--- src/hdl/mult_pkg.sv ---
package mult_pkg;

    // Default sizes for the cluster.
    localparam int DEF_WIDTH = 16;
    localparam int DEF_TAG_W = 4;

    // Lane sequencing states.
    typedef enum logic [1:0] {
        st_start    = 2'b00,
        st_process  = 2'b01,
        st_wait_out = 2'b10,
        st_done     = 2'b11
    } booth_state_t;

    // Action taken on the upper half for one Booth step.
    typedef enum logic [1:0] {
        op_skip = 2'b00,
        op_add  = 2'b01,
        op_sub  = 2'b10
    } booth_op_t;

endpackage

--- src/hdl/booth_controller.sv ---
`timescale 1ns/1ps

module booth_controller (
    input  logic                clk,
    input  logic                rst,
    input  logic                src_valid,
    input  logic                dest_ready,
    input  logic                last_step,
    input  logic [1:0]          booth_bits,
    output logic                src_ready,
    output logic                dest_valid,
    output logic                load,
    output logic                step,
    output mult_pkg::booth_op_t op
);

    mult_pkg::booth_state_t state;
    mult_pkg::booth_state_t next_state;

    always_ff @(posedge clk or negedge rst) begin
        if (!rst) begin
            state <= mult_pkg::st_start;
        end else begin
            state <= next_state;
        end
    end

    always_comb begin
        next_state = state;
        case (state)
            mult_pkg::st_start: begin
                if (src_valid) begin
                    next_state = mult_pkg::st_process;
                end
            end
            mult_pkg::st_process: begin
                // Leave after the final step has been applied.
                if (last_step) begin
                    next_state = mult_pkg::st_wait_out;
                end
            end
            mult_pkg::st_wait_out: begin
                if (dest_ready) begin
                    next_state = mult_pkg::st_done;
                end
            end
            mult_pkg::st_done: begin
                next_state = mult_pkg::st_start;
            end
            default: begin
                next_state = mult_pkg::st_start;
            end
        endcase
    end

    assign src_ready  = (state == mult_pkg::st_start);
    assign load       = src_ready && src_valid;
    assign step       = (state == mult_pkg::st_process);

    // Product register is final only once in wait_out.
    assign dest_valid = (state == mult_pkg::st_wait_out);

    // Radix-2 recoding of the current bit and the one shifted out.
    always_comb begin
        op = mult_pkg::op_skip;
        if (step) begin
            case (booth_bits)
                2'b01:   op = mult_pkg::op_add;
                2'b10:   op = mult_pkg::op_sub;
                default: op = mult_pkg::op_skip;
            endcase
        end
    end

endmodule

--- src/hdl/booth_lane.sv ---
`timescale 1ns/1ps

module booth_lane #(
    parameter int WIDTH = 16,
    parameter int TAG_W = 4
) (
    input  logic                     clk,
    input  logic                     rst,
    input  logic                     src_valid,
    output logic                     src_ready,
    input  logic [WIDTH-1:0]         a,
    input  logic [WIDTH-1:0]         b,
    input  logic [TAG_W-1:0]         tag,
    output logic                     dest_valid,
    input  logic                     dest_ready,
    output logic [TAG_W+2*WIDTH-1:0] payload
);

    localparam int CNT_W = (WIDTH > 1) ? $clog2(WIDTH) : 1;

    logic                load;
    logic                step;
    logic                last_step;
    mult_pkg::booth_op_t op;

    logic [WIDTH-1:0]    mcand;
    logic [TAG_W-1:0]    tag_q;
    logic [CNT_W-1:0]    count;

    // Accumulator (one guard bit), multiplier, then the extra low bit.
    logic [2*WIDTH+1:0]  acc_mult;
    logic [WIDTH:0]      acc_ext;
    logic [WIDTH:0]      mcand_ext;
    logic [WIDTH:0]      acc_next;
    logic [2*WIDTH+1:0]  shifted;

    assign acc_ext   = acc_mult[2*WIDTH+1:WIDTH+1];
    assign mcand_ext = {mcand[WIDTH-1], mcand};

    always_comb begin
        case (op)
            mult_pkg::op_add: acc_next = acc_ext + mcand_ext;
            mult_pkg::op_sub: acc_next = acc_ext - mcand_ext;
            default:          acc_next = acc_ext;
        endcase
    end

    assign shifted = $signed({acc_next, acc_mult[WIDTH:0]}) >>> 1;

    always_ff @(posedge clk) begin
        if (load) begin
            mcand    <= a;
            tag_q    <= tag;
            acc_mult <= {{(WIDTH+1){1'b0}}, b, 1'b0};
        end else if (step) begin
            acc_mult <= shifted;
        end
    end

    always_ff @(posedge clk or negedge rst) begin
        if (!rst) begin
            count <= '0;
        end else if (load) begin
            count <= '0;
        end else if (step) begin
            count <= count + 1'b1;
        end
    end

    assign last_step = step && (count == CNT_W'(WIDTH - 1));

    assign payload = {tag_q, acc_mult[2*WIDTH:1]};

    booth_controller booth_controller_i (
        .clk        (clk),
        .rst        (rst),
        .src_valid  (src_valid),
        .dest_ready (dest_ready),
        .last_step  (last_step),
        .booth_bits (acc_mult[1:0]),
        .src_ready  (src_ready),
        .dest_valid (dest_valid),
        .load       (load),
        .step       (step),
        .op         (op)
    );

endmodule

--- src/hdl/mult_cluster.sv ---
`timescale 1ns/1ps

module mult_cluster #(
    parameter int WIDTH = mult_pkg::DEF_WIDTH,
    parameter int TAG_W = mult_pkg::DEF_TAG_W
) (
    input  logic               clk,
    input  logic               rst,
    input  logic               in_valid,
    output logic               in_ready,
    input  logic [WIDTH-1:0]   in_a,
    input  logic [WIDTH-1:0]   in_b,
    input  logic [TAG_W-1:0]   in_tag,
    output logic               out_valid,
    input  logic               out_ready,
    output logic [TAG_W-1:0]   out_tag,
    output logic [2*WIDTH-1:0] out_product
);

    localparam int PAY_W = TAG_W + 2*WIDTH;

    logic [1:0]       src_valid;
    logic [1:0]       src_ready;
    logic [1:0]       dest_valid;
    logic [1:0]       dest_ready;
    logic [PAY_W-1:0] payload0;
    logic [PAY_W-1:0] payload1;
    logic [PAY_W-1:0] out_payload;

    // Lane 0 first, lane 1 only when lane 0 is busy.
    assign src_valid[0] = in_valid && src_ready[0];
    assign src_valid[1] = in_valid && !src_ready[0] && src_ready[1];
    assign in_ready     = |src_ready;

    booth_lane #(
        .WIDTH (WIDTH),
        .TAG_W (TAG_W)
    ) booth_lane_0 (
        .clk        (clk),
        .rst        (rst),
        .src_valid  (src_valid[0]),
        .src_ready  (src_ready[0]),
        .a          (in_a),
        .b          (in_b),
        .tag        (in_tag),
        .dest_valid (dest_valid[0]),
        .dest_ready (dest_ready[0]),
        .payload    (payload0)
    );

    booth_lane #(
        .WIDTH (WIDTH),
        .TAG_W (TAG_W)
    ) booth_lane_1 (
        .clk        (clk),
        .rst        (rst),
        .src_valid  (src_valid[1]),
        .src_ready  (src_ready[1]),
        .a          (in_a),
        .b          (in_b),
        .tag        (in_tag),
        .dest_valid (dest_valid[1]),
        .dest_ready (dest_ready[1]),
        .payload    (payload1)
    );

    result_arbiter #(
        .PAY_W (PAY_W)
    ) result_arbiter_i (
        .clk           (clk),
        .rst           (rst),
        .lane_valid    (dest_valid),
        .lane_payload0 (payload0),
        .lane_payload1 (payload1),
        .lane_ready    (dest_ready),
        .out_valid     (out_valid),
        .out_ready     (out_ready),
        .out_payload   (out_payload)
    );

    assign out_tag     = out_payload[PAY_W-1 -: TAG_W];
    assign out_product = out_payload[2*WIDTH-1:0];

endmodule

--- src/hdl/result_arbiter.sv ---
`timescale 1ns/1ps

module result_arbiter #(
    parameter int PAY_W = 36
) (
    input  logic             clk,
    input  logic             rst,
    input  logic [1:0]       lane_valid,
    input  logic [PAY_W-1:0] lane_payload0,
    input  logic [PAY_W-1:0] lane_payload1,
    output logic [1:0]       lane_ready,
    output logic             out_valid,
    input  logic             out_ready,
    output logic [PAY_W-1:0] out_payload
);

    logic ptr;
    logic locked;
    logic held;
    logic pick;
    logic grant;

    // Pointer decides only when both lanes compete.
    assign pick  = (&lane_valid) ? ptr : lane_valid[1];

    // A stalled grant is kept until it transfers.
    assign grant = locked ? held : pick;

    assign out_valid   = |lane_valid;
    assign out_payload = grant ? lane_payload1 : lane_payload0;
    assign lane_ready  = {out_ready && out_valid && grant,
                          out_ready && out_valid && !grant};

    always_ff @(posedge clk or negedge rst) begin
        if (!rst) begin
            ptr    <= 1'b0;
            locked <= 1'b0;
            held   <= 1'b0;
        end else begin
            if (out_valid && out_ready) begin
                ptr <= ~grant;
            end
            locked <= out_valid && !out_ready;
            held   <= grant;
        end
    end

endmodule

--- config.mk ---
export PLATFORM = sky130hd
export DESIGN_NAME = mult_cluster
export DESIGN_NICKNAME = d
export VERILOG_FILES = /design/src/hdl/mult_pkg.sv /design/src/hdl/booth_controller.sv /design/src/hdl/booth_lane.sv /design/src/hdl/mult_cluster.sv /design/src/hdl/result_arbiter.sv
export SDC_FILE = /design/constraint.sdc
export NUM_CORES = 1
export LEC_CHECK = 0
export BUFFER_PORTS_ARGS = -buffer_cell sky130_fd_sc_hd__buf_2
export CORE_ASPECT_RATIO = 0.6
export CORE_MARGIN = 8
export CORE_UTILIZATION = 30
export CTS_BUF_LIST = sky130_fd_sc_hd__clkbuf_16
export CTS_CLUSTER_SIZE = 8
export DETAILED_ROUTE_END_ITERATION = 7
export PLACE_DENSITY = 0.45
export SYNTH_ARGS = -nofsm -noshare
export SYNTH_HDL_FRONTEND = slang
export SYNTH_SLANG_ARGS = --single-unit
--- constraint.sdc ---
create_clock -name clk -period 5 [get_ports clk]
set_input_delay 0.25 -clock clk [delete_from_list [all_inputs] [get_ports clk]]
set_output_delay 0.25 -clock clk [all_outputs]
set_load 0.01 [all_outputs]
Word level (Yosys, flattened, before mapping)
Index checks and enable logic that the tools add are counted.
{"block": "totals", "register_bits": 121, "inputBits": 40}
{"block": "classes", "n_mux": 25, "bitwise_logic": 1, "add_sub_neg": 6, "reduce_logical": 23, "n_eq_ne": 22}
{"operator": "$mux W17", "n": 4}
{"operator": "$pmux W17 S2", "n": 2}
{"operator": "$mux W36", "n": 1}
{"operator": "$add A16 B16 Y17", "n": 2}
{"operator": "$sub A16 B16 Y17", "n": 2}
{"operator": "$eq A2 B2 Y1 const B", "n": 8}
{"operator": "$mux W2", "n": 8}
{"operator": "$mux W4", "n": 4}
{"operator": "$pmux W2 S4", "n": 2}
{"operator": "$eq A2 B1 Y1 const B", "n": 6}
{"operator": "$ne A2 B2 Y1 const B", "n": 6}
{"operator": "$logic_and A1 B1 Y1", "n": 11}
{"operator": "$add A4 B1 Y4 const B", "n": 2}
{"operator": "$eq A4 B4 Y1 const B", "n": 2}
{"operator": "$pmux W2 S2", "n": 2}
{"operator": "$reduce_and A3 Y1", "n": 2}
{"operator": "$logic_not A2 Y1", "n": 2}
{"operator": "$reduce_bool A2 Y1", "n": 2}
{"operator": "$reduce_or A2 Y1", "n": 2}
{"operator": "$logic_not A1 Y1", "n": 3}
{"operator": "$mux W1", "n": 2}
{"operator": "$reduce_and A2 Y1", "n": 1}
{"operator": "$not A1 Y1", "n": 1}

Logic depth before layout (Yosys ltp)
{"block": "depth", "ltp_word": 8, "mapped_depth": 19}

Modules after synthesis
A second synthesis with hierarchy kept.
{"block": "unflattened", "hier_cells": 855, "hier_area_um2": 8287.9}
{"module": "booth_lane", "n_inst": 2, "cells_per_inst": 382, "area_each_um2": 3648.5}
{"module": "result_arbiter", "n_inst": 1, "cells_per_inst": 54, "area_each_um2": 616.8}
{"module": "booth_controller", "n_inst": 2, "cells_per_inst": 17, "area_each_um2": 175.2}
{"module": "mult_cluster", "n_inst": 1, "cells_per_inst": 3, "area_each_um2": 23.8}

Least setup slack after synthesis
No wires, ideal clock.
{"block": "synth_path", "kind": "reg2reg", "startpoint": "register booth_lane_0.booth_controller_i.state[1]", "endpoint": "register booth_lane_0.acc_mult[29]", "path_stages_with_launch": 19, "arrival_ns": 3.945, "path_slack_ns": 0.917, "n_path_buf": 5, "period_less_slack_ns": 4.083, "cell_sequence": "dfrtp_1 -> inv_1 -> ha_1 -> clkbuf_1 -> clkbuf_1 -> clkbuf_1 -> nand3b_1 -> ha_1 -> clkbuf_8 -> clkbuf_1 -> mux2i_1 -> ha_1 -> nor2b_1 -> o31a_1 -> o31ai_2 -> o31ai_2 -> or4_1 -> nand3_1 -> o21ai_1"}
{"block": "synth_between", "elab_chain_len": 4, "word_cells_on_any_way": 8, "cone_classes": "3 x eq/ne; 2 x mux; 3 x reduce/logical"}
{"element": "start: declaration", "line": "booth_controller.sv:17", "source": "mult_pkg::booth_state_t state;"}
{"element": "start signal: assignment", "line": "booth_controller.sv:22", "source": "state <= mult_pkg::st_start;"}
{"element": "start signal: assignment", "line": "booth_controller.sv:24", "source": "state <= next_state;"}
{"element": "$eq A2 B1 Y1", "line": "booth_controller.sv:58", "source": "assign step = (state == mult_pkg::st_process);"}
{"element": "$mux W2", "line": "booth_controller.sv:66", "source": "if (step) begin"}
{"element": "$eq A2 B2 Y1 or $eq A2 B1 Y1 (tied branches)", "line": "booth_lane.sv:41", "source": "case (op)"}
{"element": "$pmux W17 S2", "line": "booth_lane.sv:41"}
{"element": "end signal: assignment", "line": "booth_lane.sv:54", "source": "acc_mult <= {{(WIDTH+1){1'b0}}, b, 1'b0};"}
{"element": "end signal: assignment", "line": "booth_lane.sv:56", "source": "acc_mult <= shifted;"}
{"element": "end: declaration", "line": "booth_lane.sv:31", "source": "logic [2*WIDTH+1:0] acc_mult;"}
Several ways; a longest one is shown, not always the timed one.
A chain may end at the register's enable or synchronous reset.

Final worst setup path
Same ends and word-level chain as after synthesis.

==> flow_metrics.py <==
metrics = {
    "status": {
        "status": "finished, final reports clean",
    },
    "grt": {
        "grt-ovfl-total": 0,
        "grt_usage_pct": 13.4,
        "grt_pass1_vias": 5564,
        "antenna_found_initial": 0,
        "grt_start_max_net_pins": 48,
        "grt_pass1_wl_um": 31800,
    },
    "finish": {
        "area_delta_synth_final_pct": 19.2,
        "antennaDiodeCount": 0,
        "nets": 957,
        "drive_gt1_share_pct": 19.1,
        "final_design_area_no_fill_um2": 8980,
    },
    "die": {
        "core_um2": 25000,
        "io_pins": 78,
        "die_x_um": 221,
        "die_h_um": 139,
        "start_util_pct": 30.2,
        "die_area_um2": 30600,
        "row_count": 45,
    },
    "routing": {
        "wl_per_cell_um": 16.6,
        "avgViaCountPerCell": 4.82,
        "initialDrtViolationCount": 381,
        "drt_pre_antenna_iters": 5,
        "num_vias": 5852,
        "wl_um": 20200,
        "postRouteAntennaNets": 0,
        "drc_errors": 0,
    },
    "timing": {
        "hold_viol_final": 0,
        "relSlewSlack_pct": 33.4,
        "final_max_slew_viol_count": 0,
        "fmax_mhz": 245,
        "period_share_pct": 81.7,
        "skew_ns": 0.00934,
        "setup_violations": 0,
        "tightestPinTransition_ns": 0.999,
        "min_period_ns": 4.09,
        "rsz0062_at_grt": "false",
        "setup_tns_ns": 0,
    },
    "clock_tree": {
        "ctsRootBufferMaster": "clkbuf_16",
        "cts_sinks": 121,
        "cts_buffers": 17,
        "insertion_delay_ns": 0.43,
        "cts_tree": "done",
        "htreeDepth": 4,
        "path_clk_slew_ns": 0.06,
        "cts_buffer_depth": 2,
        "cts-resized-gates": 0,
    },
    "setup_path": {
        "rr_worst_depth": 14,
        "end_kind": "flop",
        "cp.arrival_ns": 4.37,
        "path_max_fanout": 18,
        "path_class": "reg -> reg",
        "start_kind": "flop",
        "cp.required_ns": 5.29,
    },
    "pwr": {
        "internal-power_mw": 3.92,
        "p_switching_mw": 3.03,
        "power_per_cell_area_nw_per_um2": 773,
        "ir_worst_vdd_uv": 262,
        "power_frac_seq_pct": 27.6,
        "combinationalPowerShare_pct": 55.6,
        "swShare_pct": 43.6,
        "leakagePower_nw": 3.72,
        "pwr-share-clk_pct": 16.8,
    },
    "synth": {
        "postSynthCellCount": 788,
        "yosys-top-cells-count": "105 x nand2_1, 72 x edfxtp_1, 66 x a21oi_1, 59 x nor2_1, 45 x xnor2_1",
        "yosysUniqueCellTypes": 66,
        "synth.area.top_cells": "edfxtp_1 29%, dfxtp_1 9.0%, ha_1 7.3%",
        "seq_area_frac_synth_pct": 42.7,
        "synth_edf_count": 72,
        "netlist_area_um2": 7540,
        "synth_seq_cells": 121,
        "synth_ff_type": "edfxtp_1",
        "yosysWarningCount": 0,
        "syn-num-nets": 874,
        "synth_top_cell_area_share_pct": 28.7,
        "yosys.cell_count.top_type": "nand2_1",
        "syn_area_per_cell_um2": 9.57,
        "synth_area_leader_cell": "edfxtp_1",
        "async_reset_ff_share_pct": 12.4,
    },
    "min_path": {
        "hold_depth": 1,
        "min_path_type": "in -> reg",
    },
    "job": {
        "drv_cap": 0,
    },
    "placement": {
        "placed_area_um2": 8250,
        "dpl.hpwl_um": 14800,
        "io_buffers": 77,
        "place_congestion": 0.845,
    },
}
-- power groups by stage --
| stage | sequential [mW] | clock, mW | combinational [mW] |
|---|---|---|---|
| detailed placement | 1.93 | 0 | 3.88 |
| floorplan | 1.78 | 0 | 2.97 |
| global route | 1.97 | 1.24 | 4.34 |
| global placement | 1.95 | 0 | 3.93 |
| finish | 1.92 | 1.17 | 3.87 |
| CTS | 1.92 | 1.20 | 3.91 |
-- logic make-up (layout without fill, tap and decap cells) --
group	count (synthesis)	count (layout)	synth area share (%)
AND/OR/NAND/NOR	264	264	16.5
AO/OA/AOI/OAI	181	181	15.1
flip-flops	121	121	42.7
buffers and inverters	64	160	3.32
XOR/XNOR	59	59	6.85
multiplexers	53	53	7.67
adder cells (fa/ha/maj)	46	46	7.83
-- area by class of cell --
type,count,area (um^2)
clock buffers,18,450
multi-input cells,603,4090
flip-flops and latches,121,3220
inverters,26,97.6
well taps,329,412
repair buffers,102,618
clock inverters,14,103
fillers,2531,16000
-- sequential cells by signal, summed over array words and instances, names as in the netlist --
register and cells:
booth_lane_0.count 4, result_arbiter_i.locked 1, booth_lane_1.mcand 16, booth_lane_1.booth_controller_i.state 2
result_arbiter_i.held 1, booth_lane_1.count 4, booth_lane_1.acc_mult 33, booth_lane_0.acc_mult 33
booth_lane_0.mcand 16, result_arbiter_i.ptr 1, booth_lane_1.tag_q 4, booth_lane_0.tag_q 4
booth_lane_0.booth_controller_i.state 2
-- through the flow --
step / setup slack (ns) / power, mW / hold slack, ns / util, % / std cells
after global placement: 0.918 / 5.88 / 0.192 / 33.0 / 1163
after detailed placement: 0.920 / 5.82 / 0.189 / 33.0 / 1163
after global routing: 0.551 / 7.55 / 0.00398 / 35.9 / 1213
after floorplan: 0.917 / 4.75 / -0.0456 / - / 788
after CTS: 0.892 / 7.03 / 0.00187 / 35.9 / 1213
final: 0.914 / 6.95 / 0.0301 / 35.9 / 1213
-- worst max-delay path: stages (launching register included) --
cell     delay, ns
dfrtp_1       0.39
inv_1         0.10
ha_2          0.32
nand2_1       0.10
nor2_1        0.12
ha_1          0.71
mux2i_1       0.37
ha_1          0.27
nor2b_1       0.14
o31a_1        0.28
o31ai_2       0.36
o31ai_2       0.14
or4_1         0.48
nand3_1       0.08
o21ai_1       0.06
-- metal layers --
metal,part of all wire [%],wire (um),vias to the layer above,GRT usage [%]
met2,37,7500,121,16.9
li1,-,-,3024,-
met5,0,0,-,0
met4,0.90,181,0,3.46
met1,56,11400,2693,21.2
met3,5.5,1100,14,3.70
-- layout by cell type, fill, tap and decap left out, types with 14 or more instances in the layout --
cell	Yosys	final
ha_1	44	42
inv_1	24	24
edfxtp_1	72	72
dfrtp_1	15	15
mux2i_1	18	18
nand3_1	37	37
o21ai_0	36	36
xnor2_1	45	45
a21oi_1	66	66
dlygate4sd3_1	0	18
clkbuf_16	0	18
mux2_2	34	34
xor2_1	14	14
buf_2	0	77
nor2_1	59	59
dfxtp_1	34	34
nand2_1	105	105
-- timing repair --
item / in CTS / in global routing
hold buffers: 18 / 0
buffers inserted: 0 / 0
endpoints found under the hold margin: 49 / 0
-- worst paths after layout --
check	from	end	slack, ns
setup / recovery	booth_lane_0.booth_controller_i.state[1]$_DFFE_PN0P_	booth_lane_0.acc_mult[29]$_SDFFE_PP0N_	0.91
hold / removal	in_a[0]	booth_lane_0.mcand[0]$_DFFE_PP_	0.03
setup reg to reg	booth_lane_0.booth_controller_i.state[1]$_DFFE_PN0P_	booth_lane_0.acc_mult[29]$_SDFFE_PP0N_	0.91
hold reg to reg	booth_lane_1.acc_mult[0]$_SDFFE_PP0N_	booth_lane_1.acc_mult[0]$_SDFFE_PP0N_	0.48
max in group asynchronous	rst	booth_lane_0.count[1]$_DFFE_PN0P_	4.45
min in group asynchronous	rst	result_arbiter_i.held$_DFF_PN0_	0.27
(Power assumes the default switching activity.)
